===== config.mk =====
export PLATFORM = sky130hd
export DESIGN_NAME = core
export DESIGN_NICKNAME = d
export VERILOG_FILES = /design/src/logic/cpuCtrlPkg.sv /design/src/logic/cpuIsaPkg.sv /design/src/logic/busController.sv /design/src/logic/core.sv /design/src/logic/fullAlu.sv /design/src/logic/instructionDecoder.sv /design/src/logic/phaseSequencer.sv /design/src/logic/programCounter.sv /design/src/logic/registerFile.sv
export VERILOG_INCLUDE_DIRS = /design/src /design/src/include
export SDC_FILE = /design/constraint.sdc
export NUM_CORES = 1
export LEC_CHECK = 0
export ABC_CLOCK_PERIOD_IN_PS = 8000
export BUFFER_PORTS_ARGS = -buffer_cell sky130_fd_sc_hd__clkbuf_2
export CELL_PAD_IN_SITES_DETAIL_PLACEMENT = 0
export CELL_PAD_IN_SITES_GLOBAL_PLACEMENT = 1
export CORE_ASPECT_RATIO = 0.5
export CORE_UTILIZATION = 39
export CTS_BUF_LIST = sky130_fd_sc_hd__clkbuf_4 sky130_fd_sc_hd__clkbuf_8
export CTS_CLUSTER_DIAMETER = 80
export CTS_CLUSTER_SIZE = 25
export DETAILED_ROUTE_END_ITERATION = 8
export MAX_ROUTING_LAYER = met4
export PLACE_DENSITY_LB_ADDON = 0.1
export SETUP_SLACK_MARGIN = 0.05
export SLEW_MARGIN = 0
export SYNTH_ARGS = -nofsm -noshare
export SYNTH_HDL_FRONTEND = slang
export SYNTH_SLANG_ARGS = --single-unit

===== constraint.sdc =====
create_clock -name clk -period 8 [get_ports clk]
set_input_delay 1.6 -clock clk [delete_from_list [all_inputs] [get_ports clk]]
set_output_delay 1.6 -clock clk [all_outputs]
set_load 0.03 [all_outputs]

===== src/include/cpu_consts.svh =====
`ifndef CPU_CONSTS_SVH
`define CPU_CONSTS_SVH

// Width of the data path, the external bus and every register.
`define DATA_WIDTH 16

// Register file geometry.
`define REG_COUNT 8
`define REG_ADDR_WIDTH 3 // Enough to select one of REG_COUNT registers.

// Address of the first fetch after reset.
`define RESET_VECTOR 16'h0000

// Bytes per instruction word.
// The bus is byte addressed and a word is always two bytes.
`define PC_STEP 16'd2

`endif


===== src/logic/cpuCtrlPkg.sv =====
`default_nettype none

package cpuCtrlPkg;

	// One bit per phase.
	typedef enum logic [4:0] {
		PHASE_STOPPED = 5'b00001,
		PHASE_FETCH   = 5'b00010,
		PHASE_DECODE  = 5'b00100,
		PHASE_EXECUTE = 5'b01000,
		PHASE_COMMIT  = 5'b10000
	} phaseT;

	// Source of the register file write data.
	typedef enum logic {
		WB_ALU = 1'b0,
		WB_MEM = 1'b1
	} wbSelT;

	// Address used in execute.
	typedef enum logic {
		ADDR_REGB = 1'b0,
		ADDR_PC   = 1'b1
	} addrSelT;

	// PC change at commit, on top of the step made in decode.
	typedef enum logic [1:0] {
		PC_SEL_STEP   = 2'd0, // No further change.
		PC_SEL_BRANCH = 2'd1,
		PC_SEL_SKIP   = 2'd2  // Steps over an immediate word.
	} pcSelT;

endpackage

`default_nettype wire


===== src/logic/cpuIsaPkg.sv =====
`default_nettype none

package cpuIsaPkg;

	// Top two bits of every instruction.
	typedef enum logic [1:0] {
		GROUP_ALU       = 2'd0,
		GROUP_LOADSTORE = 2'd1,
		GROUP_JUMP      = 2'd2,
		GROUP_GENERAL   = 2'd3
	} groupT;

	typedef enum logic [3:0] {
		ALU_ADD = 4'd0,
		ALU_ADC = 4'd1,
		ALU_SUB = 4'd2,
		ALU_SBC = 4'd3,
		ALU_AND = 4'd4,
		ALU_OR  = 4'd5,
		ALU_XOR = 4'd6,
		ALU_NOT = 4'd7,
		ALU_SHL = 4'd8,
		ALU_SHR = 4'd9,
		ALU_MOV = 4'd10,
		ALU_CMP = 4'd11 // Subtract for flags only.
	} aluOpT;

	// Carried in the low two opcode bits.
	typedef enum logic [1:0] {
		MEM_LOAD    = 2'd0,
		MEM_STORE   = 2'd1,
		MEM_LOADIMM = 2'd2
	} memOpT;

	typedef enum logic [1:0] {
		COND_ALWAYS = 2'd0,
		COND_ZERO   = 2'd1,
		COND_CARRY  = 2'd2,
		COND_SIGN   = 2'd3
	} condT;

	typedef enum logic {
		GEN_NOP  = 1'b0,
		GEN_HALT = 1'b1
	} generalOpT;

	// Used by the ALU, load/store and general groups.
	typedef struct packed {
		groupT group;
		logic [3:0] opcode;
		logic [2:0] regA; // Destination, and store data.
		logic [2:0] regB; // Second operand, or memory address.
		logic [3:0] spare;
	} regViewT;

	typedef struct packed {
		groupT group;
		condT cond;
		logic negate; // Inverts the condition test.
		logic [2:0] spare;
		logic [7:0] offset; // Signed, in words.
	} branchViewT;

	typedef union packed {
		regViewT regView;
		branchViewT branchView;
	} instrT;

endpackage

`default_nettype wire


===== src/logic/busController.sv =====
`default_nettype none

`include "cpu_consts.svh"

module busController (
	input wire clk,
	input wire rstN,
	input wire fetch,
	input wire execute,
	input wire memRead,
	input wire memWrite,
	input wire cpuCtrlPkg::addrSelT addrSel,
	input wire [`DATA_WIDTH-1:0] pc,
	input wire [`DATA_WIDTH-1:0] regAData,
	input wire [`DATA_WIDTH-1:0] regBData,
	input wire [`DATA_WIDTH-1:0] din,
	output logic [`DATA_WIDTH-1:0] addr,
	output logic [`DATA_WIDTH-1:0] dout,
	output logic rdN,
	output logic wrN,
	output logic [`DATA_WIDTH-1:0] memData
);

	// Fetch always reads at the PC.
	assign addr = (fetch || addrSel == cpuCtrlPkg::ADDR_PC) ? pc : regBData;
	assign dout = regAData; // Store data.

	// Strobes last exactly one phase.
	assign rdN = ~(fetch || (execute && memRead));
	assign wrN = ~(execute && memWrite);

	always_ff @(posedge clk) begin
		if (!rstN) begin
			memData <= '0;
		end else if (execute && memRead) begin
			memData <= din; // Written back in commit.
		end
	end

endmodule

`default_nettype wire


===== src/logic/core.sv =====
`default_nettype none

`include "cpu_consts.svh"

module core (
	input wire clk,
	input wire rstN,
	input wire [`DATA_WIDTH-1:0] din,
	output logic [`DATA_WIDTH-1:0] addr,
	output logic [`DATA_WIDTH-1:0] dout,
	output logic rdN,
	output logic wrN,
	output logic fetch,
	output logic decode,
	output logic execute,
	output logic commit,
	output logic stopped
);

	cpuIsaPkg::aluOpT aluOp;
	logic [`REG_ADDR_WIDTH-1:0] regA;
	logic [`REG_ADDR_WIDTH-1:0] regB;
	logic regWrite;
	cpuCtrlPkg::wbSelT wbSel;
	logic ccWrite;
	logic memRead;
	logic memWrite;
	cpuCtrlPkg::addrSelT addrSel;
	cpuCtrlPkg::pcSelT pcSel;
	logic [7:0] branchOffset;
	logic halt;

	logic [`DATA_WIDTH-1:0] regAData;
	logic [`DATA_WIDTH-1:0] regBData;
	logic [`DATA_WIDTH-1:0] aluResult;
	logic [`DATA_WIDTH-1:0] memData;
	logic [`DATA_WIDTH-1:0] pc;
	logic ccZero;
	logic ccCarry;
	logic ccSign;

	phaseSequencer phaseSequencerInst (
		.clk(clk),
		.rstN(rstN),
		.halt(halt),
		.fetch(fetch),
		.decode(decode),
		.execute(execute),
		.commit(commit),
		.stopped(stopped)
	);

	// Instruction latch and group decoding.
	instructionDecoder instructionDecoderInst (
		.clk(clk),
		.rstN(rstN),
		.fetch(fetch),
		.din(din),
		.zero(ccZero),
		.carry(ccCarry),
		.sign(ccSign),
		.aluOp(aluOp),
		.regA(regA),
		.regB(regB),
		.regWrite(regWrite),
		.wbSel(wbSel),
		.ccWrite(ccWrite),
		.memRead(memRead),
		.memWrite(memWrite),
		.addrSel(addrSel),
		.pcSel(pcSel),
		.branchOffset(branchOffset),
		.halt(halt)
	);

	registerFile registerFileInst (
		.clk(clk),
		.rstN(rstN),
		.commit(commit),
		.regWrite(regWrite),
		.regA(regA),
		.regB(regB),
		.wbSel(wbSel),
		.aluResult(aluResult),
		.memData(memData),
		.regAData(regAData),
		.regBData(regBData)
	);

	// Parity is kept in the flags but no condition tests it.
	fullAlu fullAluInst (
		.clk(clk),
		.rstN(rstN),
		.commit(commit),
		.ccWrite(ccWrite),
		.aluOp(aluOp),
		.a(regAData),
		.b(regBData),
		.result(aluResult),
		.zero(ccZero),
		.carry(ccCarry),
		.sign(ccSign),
		.parity()
	);

	programCounter programCounterInst (
		.clk(clk),
		.rstN(rstN),
		.decode(decode),
		.commit(commit),
		.pcSel(pcSel),
		.branchOffset(branchOffset),
		.pc(pc)
	);

	busController busControllerInst (
		.clk(clk),
		.rstN(rstN),
		.fetch(fetch),
		.execute(execute),
		.memRead(memRead),
		.memWrite(memWrite),
		.addrSel(addrSel),
		.pc(pc),
		.regAData(regAData),
		.regBData(regBData),
		.din(din),
		.addr(addr),
		.dout(dout),
		.rdN(rdN),
		.wrN(wrN),
		.memData(memData)
	);

endmodule

`default_nettype wire


===== src/logic/fullAlu.sv =====
`default_nettype none

`include "cpu_consts.svh"

module fullAlu (
	input wire clk,
	input wire rstN,
	input wire commit,
	input wire ccWrite,
	input wire cpuIsaPkg::aluOpT aluOp,
	input wire [`DATA_WIDTH-1:0] a,
	input wire [`DATA_WIDTH-1:0] b,
	output logic [`DATA_WIDTH-1:0] result,
	output logic zero,
	output logic carry,
	output logic sign,
	output logic parity
);

	logic carryOut; // Carry or borrow of the current operation.
	logic [`DATA_WIDTH:0] carryIn;

	assign carryIn = {{`DATA_WIDTH{1'b0}}, carry};

	always_comb begin
		carryOut = 1'b0; // Logic ops and moves clear carry.
		result = '0;
		case (aluOp)
			cpuIsaPkg::ALU_ADD: {carryOut, result} = {1'b0, a} + {1'b0, b};
			cpuIsaPkg::ALU_ADC: {carryOut, result} = {1'b0, a} + {1'b0, b} + carryIn;
			cpuIsaPkg::ALU_SUB,
			cpuIsaPkg::ALU_CMP: {carryOut, result} = {1'b0, a} - {1'b0, b};
			cpuIsaPkg::ALU_SBC: {carryOut, result} = {1'b0, a} - {1'b0, b} - carryIn;
			cpuIsaPkg::ALU_AND: result = a & b;
			cpuIsaPkg::ALU_OR: result = a | b;
			cpuIsaPkg::ALU_XOR: result = a ^ b;
			cpuIsaPkg::ALU_NOT: result = ~b;
			cpuIsaPkg::ALU_SHL: {carryOut, result} = {a, 1'b0}; // Top bit out to carry.
			cpuIsaPkg::ALU_SHR: {result, carryOut} = {1'b0, a};
			cpuIsaPkg::ALU_MOV: result = b;
			default: ;
		endcase
	end

	// Condition codes change only at the end of commit.
	always_ff @(posedge clk) begin
		if (!rstN) begin
			zero <= 1'b0;
			carry <= 1'b0;
			sign <= 1'b0;
			parity <= 1'b0;
		end else if (commit && ccWrite) begin
			zero <= (result == '0);
			carry <= carryOut;
			sign <= result[`DATA_WIDTH-1];
			parity <= ~^result; // Set on even parity.
		end
	end

endmodule

`default_nettype wire


===== src/logic/instructionDecoder.sv =====
`default_nettype none

module instructionDecoder (
	input wire clk,
	input wire rstN,
	input wire fetch,
	input wire [15:0] din,
	input wire zero,
	input wire carry,
	input wire sign,
	output cpuIsaPkg::aluOpT aluOp,
	output logic [2:0] regA,
	output logic [2:0] regB,
	output logic regWrite,
	output cpuCtrlPkg::wbSelT wbSel,
	output logic ccWrite,
	output logic memRead,
	output logic memWrite,
	output cpuCtrlPkg::addrSelT addrSel,
	output cpuCtrlPkg::pcSelT pcSel,
	output logic [7:0] branchOffset,
	output logic halt
);

	cpuIsaPkg::instrT instr;
	logic condMet; // Selected flag, before the negate bit.

	always_ff @(posedge clk) begin
		if (!rstN) begin
			instr <= {cpuIsaPkg::GROUP_GENERAL, 14'h0000}; // NOP.
		end else if (fetch) begin
			instr <= din;
		end
	end

	always_comb begin
		case (instr.branchView.cond)
			cpuIsaPkg::COND_ALWAYS: condMet = 1'b1;
			cpuIsaPkg::COND_ZERO: condMet = zero;
			cpuIsaPkg::COND_CARRY: condMet = carry;
			default: condMet = sign;
		endcase
	end

	assign regA = instr.regView.regA;
	assign regB = instr.regView.regB;
	assign branchOffset = instr.branchView.offset;

	always_comb begin
		aluOp = cpuIsaPkg::ALU_ADD;
		regWrite = 1'b0;
		wbSel = cpuCtrlPkg::WB_ALU;
		ccWrite = 1'b0;
		memRead = 1'b0;
		memWrite = 1'b0;
		addrSel = cpuCtrlPkg::ADDR_REGB;
		pcSel = cpuCtrlPkg::PC_SEL_STEP;
		halt = 1'b0;
		case (instr.regView.group)
			cpuIsaPkg::GROUP_ALU: begin
				aluOp = cpuIsaPkg::aluOpT'(instr.regView.opcode);
				regWrite = (aluOp != cpuIsaPkg::ALU_CMP); // CMP only sets flags.
				ccWrite = 1'b1;
			end
			cpuIsaPkg::GROUP_LOADSTORE: begin
				case (cpuIsaPkg::memOpT'(instr.regView.opcode[1:0]))
					cpuIsaPkg::MEM_LOAD: begin
						memRead = 1'b1;
						regWrite = 1'b1;
						wbSel = cpuCtrlPkg::WB_MEM;
					end
					cpuIsaPkg::MEM_STORE: memWrite = 1'b1;
					cpuIsaPkg::MEM_LOADIMM: begin
						memRead = 1'b1;
						regWrite = 1'b1;
						wbSel = cpuCtrlPkg::WB_MEM;
						addrSel = cpuCtrlPkg::ADDR_PC; // PC already points at the immediate.
						pcSel = cpuCtrlPkg::PC_SEL_SKIP;
					end
					default: ;
				endcase
			end
			cpuIsaPkg::GROUP_JUMP: begin
				if (condMet ^ instr.branchView.negate) begin
					pcSel = cpuCtrlPkg::PC_SEL_BRANCH;
				end
			end
			default: begin
				halt = (cpuIsaPkg::generalOpT'(instr.regView.opcode[0]) == cpuIsaPkg::GEN_HALT);
			end
		endcase
	end

endmodule

`default_nettype wire


===== src/logic/phaseSequencer.sv =====
`default_nettype none

module phaseSequencer (
	input wire clk,
	input wire rstN,
	input wire halt,
	output logic fetch,
	output logic decode,
	output logic execute,
	output logic commit,
	output logic stopped
);

	cpuCtrlPkg::phaseT state;
	cpuCtrlPkg::phaseT nextState;

	always_comb begin
		case (state)
			cpuCtrlPkg::PHASE_FETCH: nextState = cpuCtrlPkg::PHASE_DECODE;
			cpuCtrlPkg::PHASE_DECODE: nextState = cpuCtrlPkg::PHASE_EXECUTE;
			cpuCtrlPkg::PHASE_EXECUTE: nextState = cpuCtrlPkg::PHASE_COMMIT;
			cpuCtrlPkg::PHASE_COMMIT: begin
				// Halt only counts in a real commit phase.
				nextState = (commit && halt) ? cpuCtrlPkg::PHASE_STOPPED
					: cpuCtrlPkg::PHASE_FETCH;
			end
			default: nextState = cpuCtrlPkg::PHASE_STOPPED; // Held until reset.
		endcase
	end

	always_ff @(posedge clk) begin
		if (!rstN) begin
			state <= cpuCtrlPkg::PHASE_COMMIT; // So the first phase out of reset is fetch.
			fetch <= 1'b0;
			decode <= 1'b0;
			execute <= 1'b0;
			commit <= 1'b0;
			stopped <= 1'b0;
		end else begin
			state <= nextState;
			fetch <= (nextState == cpuCtrlPkg::PHASE_FETCH);
			decode <= (nextState == cpuCtrlPkg::PHASE_DECODE);
			execute <= (nextState == cpuCtrlPkg::PHASE_EXECUTE);
			commit <= (nextState == cpuCtrlPkg::PHASE_COMMIT);
			stopped <= (nextState == cpuCtrlPkg::PHASE_STOPPED);
		end
	end

endmodule

`default_nettype wire


===== src/logic/programCounter.sv =====
`default_nettype none

`include "cpu_consts.svh"

module programCounter (
	input wire clk,
	input wire rstN,
	input wire decode,
	input wire commit,
	input wire cpuCtrlPkg::pcSelT pcSel,
	input wire [7:0] branchOffset,
	output logic [`DATA_WIDTH-1:0] pc
);

	logic [`DATA_WIDTH-1:0] branchDisp; // Word offset as a byte displacement.

	assign branchDisp = {{(`DATA_WIDTH - 9){branchOffset[7]}}, branchOffset, 1'b0};

	always_ff @(posedge clk) begin
		if (!rstN) begin
			pc <= `RESET_VECTOR;
		end else if (decode) begin
			pc <= pc + `PC_STEP; // Now points past the instruction.
		end else if (commit) begin
			case (pcSel)
				cpuCtrlPkg::PC_SEL_BRANCH: pc <= pc + branchDisp;
				cpuCtrlPkg::PC_SEL_SKIP: pc <= pc + `PC_STEP;
				default: ;
			endcase
		end
	end

endmodule

`default_nettype wire


===== src/logic/registerFile.sv =====
`default_nettype none

`include "cpu_consts.svh"

module registerFile (
	input wire clk,
	input wire rstN,
	input wire commit,
	input wire regWrite,
	input wire [`REG_ADDR_WIDTH-1:0] regA,
	input wire [`REG_ADDR_WIDTH-1:0] regB,
	input wire cpuCtrlPkg::wbSelT wbSel,
	input wire [`DATA_WIDTH-1:0] aluResult,
	input wire [`DATA_WIDTH-1:0] memData,
	output logic [`DATA_WIDTH-1:0] regAData,
	output logic [`DATA_WIDTH-1:0] regBData
);

	logic [`DATA_WIDTH-1:0] regs [`REG_COUNT];

	// Both read ports are asynchronous.
	assign regAData = regs[regA];
	assign regBData = regs[regB];

	always_ff @(posedge clk) begin
		if (!rstN) begin
			for (int i = 0; i < `REG_COUNT; i++) begin
				regs[i] <= '0;
			end
		end else if (commit && regWrite) begin
			regs[regA] <= (wbSel == cpuCtrlPkg::WB_MEM) ? memData : aluResult;
		end
	end

endmodule

`default_nettype wire


==> reports/metrics.csv <==
stage;metric;value;unit
worst_setup_path;crit_required;8.25;ns
logic_synthesis;synth_nets;1522;
drt;drt_wl_total;47970;microns
logic_synthesis;ys.flop_type;edfxtp_1;
grt;antenna_found_initial;0;
logic_synthesis;yosysWarnings;0;
logic_synthesis;synth_top_area_frac;0.2799;
placement;place.gp.congestion;0.9050;
worst_hold_path;hold_class;flip-flop to flip-flop;
finish;final_util;0.4314;
power_and_ir_drop;leakage;5.591;nW
power_and_ir_drop;p_per_area;180.4;nW/um^2
grt;grt_max_degree;44;
sta;max_freq;149.3;MHz
floorplanning;fp.dieH;134.7;microns
sta;fin_tns_setup;0;ns
drt;route.detailed.drc;0;
drt;wl_per_cell;24.76;microns
logic_synthesis;synthesis.area;13730;sq um
clocking;cts_resized;0;
worst_setup_path;worstPathArrival;6.95;ns
sta;hold_ws;0.4674;ns
sta;final.min_clock_period;6.696;ns
finish;multiInputGateArea;7995;sq um
floorplanning;die_x;267.4;microns
floorplanning;rows;48;
logic_synthesis;synth_seq_area_share;0.3761;
clocking;cts_buffers;17;
grt;grt_pass1_wl;71270;microns
sta;max-slew-margin-rel;0.05030;
sta;rsz0062_at_grt;false;
finish;fin_nets;1540;
logic_synthesis;synth.area.top_cells;edfxtp_1, mux4_2, dfxtp_1;
drt;postRouteAntennaNets;0;
job;drv_cap;0;
clocking;cts-htree-levels;4;
logic_synthesis;async_flop_share;0;
clocking;cts_root_buf;clkbuf_8;
finish;layout-drive-gt1-share;0.1506;
finish;num-fill-cells;3418;
floorplanning;ioPinCount;57;
logic_synthesis;synth_cell_types;72;
worst_setup_path;endpoint_kind;flip-flop;
sta;fin_crit_sh;0.8370;
sta;tightest_slew;1.414;ns
sta;hold_violations;0;
drt;vias_per_cell;5.936;
drt;vias;11498;
grt;grt_usage;0.2792;
clocking;post_cts_buffers;0;
sta;slew_viol_final;0;
placement;dp_cells;1904;
worst_setup_path;path_max_fanout;17;
grt;grt_pass1_vias;10993;
floorplanning;start_util;0.3970;
clocking;hold_buffers;0;
logic_synthesis;syn_area_per_cell;9.603;sq um
clocking;cts.sinks;194;
placement;hpwlAfterDp;34170;microns
drt;drt_iter0_drc;1174;
floorplanning;die-area;36010;sq um
sta;finalSetupViolCount;0;
worst_setup_path;critPathKind;flip-flop to flip-flop;
power_and_ir_drop;peakVddDrop;0.00007811;V
logic_synthesis;synth_top_area_cell;edfxtp_1;
finish;area_delta_synth_final;8.665;%
clocking;cts_tree;built;
finish;seq_area;5170;sq um
run_status;status;completed;
drt;first_pass_iters;8;
logic_synthesis;synth_cells;1430;
power_and_ir_drop;total_power;2.691;mW
clocking;path_clk_slew;0.13;ns
sta;fin_skew;0.02567;ns
grt;grt_overflow;0;
placement;portBuffers;56;
logic_synthesis;synth_edf_count;128;
finish;instances_no_fill;1937;
worst_setup_path;start_kind;flip-flop;
clocking;clk_latency;0.54;ns
floorplanning;core;34590;sq um
clocking;clockBufferDepth;2;
logic_synthesis;ys_ff_latch;194;
==> sequential cells by signal (all words and copies together) (netlist names), named ones only <==
signal / count
busControllerInst.memData: 16
fullAluInst.carry: 1
fullAluInst.sign: 1
fullAluInst.zero: 1
instructionDecoderInst.instr: 16
phaseSequencerInst.commit: 1
phaseSequencerInst.decode: 1
phaseSequencerInst.execute: 1
phaseSequencerInst.fetch: 1
phaseSequencerInst.state: 5
phaseSequencerInst.stopped: 1
programCounterInst.pc: 15
registerFileInst.regs: 128
==> worst paths after layout <==
check | cells after the start | startpoint | slack (ns) | endpoint
worst max-delay path | 16 | flip-flop | 1.30 | registerFileInst.regs[3][14]
worst min-delay path | 2 | busControllerInst.memData[3] | 0.47 | busControllerInst.memData[3]
worst max register to register | 16 | flip-flop | 1.30 | registerFileInst.regs[3][14]
worst min register to register | 2 | busControllerInst.memData[3] | 0.47 | busControllerInst.memData[3]
==> kinds of logic after synthesis <==
| family | share of synthesized area |
|---|---|
| compound gates | 0.1429 |
| fa+ha+maj | 0.06907 |
| mux | 0.1629 |
| buf+inv | 0.04264 |
| flops | 0.3761 |
| xor+xnor | 0.03954 |
| simple gates | 0.1668 |
==> critical path, stage by stage (launching register included) <==
cell and delay, ns:
dfxtp_2 0.76, buf_4 0.35, mux4_2 0.52, mux2i_1 0.75
inv_1 0.18, fa_1 0.49, a211oi_1 0.38, nor2_1 0.11
xor2_1 0.36, nand4b_1 0.25, nor4_1 0.66, nor4b_1 0.38
xor2_1 0.19, nor2_1 0.06, a211o_1 0.31, mux2i_1 0.56
nor2_1 0.09
==> synth_stat cells, types with 7 or more instances <==
cell	count
nor2_1	242
edfxtp_1	128
nand2_1	115
a21oi_1	92
ha_1	71
dfxtp_1	66
mux4_2	63
mux2i_1	62
clkbuf_1	59
inv_1	55
o21ai_0	51
nand3_1	33
xnor2_1	32
xor2_1	30
nor3_1	19
o22ai_1	18
a211oi_1	16
nor2b_1	16
and3_1	15
buf_2	15
mux2_2	12
o221ai_1	12
a22oi_1	11
buf_1	10
o21ai_1	10
or3_1	10
a21o_1	9
nand2b_1	9
o211ai_1	9
a221oi_1	8
nand4_1	8
nor4_1	8
a2111oi_0	7
or4_1	7
==> stage by stage <==
step / worst slack, ns / cell area [sq um]
2_1_floorplan: 2.625 / 13730
3_3_place_gp: 1.605 / 14490
3_5_place_dp: 1.420 / 14490
4_1_cts: 1.363 / 14920
5_1_grt: 0.7053 / 14920
6_report: 1.304 / 14920
==> layer usage <==
metal  up-vias  wire (microns)  track usage
li1       5310               -            -
met1      5759           23200       0.4009
met2       396           21020       0.4133
met3        33            3352      0.05197
met4         0             400      0.04821
met5         -               0            -
==> area by class of cell <==
class	count	share of cell area
flip-flops and latches	194	0.3465
clock inverters	15	0.01308
inverters	60	0.01509
well taps	475	0.03983
diodes	1	0.0001677
repair buffers	86	0.03388
multi-input cells	1089	0.5358
clock buffers	17	0.01568
==> placed cells by master (no fill, tap or decap), types with 30 or more instances in the layout <==
cell type and count:
inv_1 55, edfxtp_1 128, clkbuf_2 56, dfxtp_1 62
xnor2_1 32, nand3_1 33, xor2_1 30, nand2_1 115
nor2_1 242, ha_1 71, o21ai_0 51, mux2i_1 62
mux4_2 63, a21oi_1 91, buf_4 30
==> power by group <==
part / internal (mW) / switching, mW
combinational: 0.281 / 0.567
sequential: 1.10 / 0.0338
clock: 0.246 / 0.467
No activity file was read; power rests on OpenSTA's default activity.
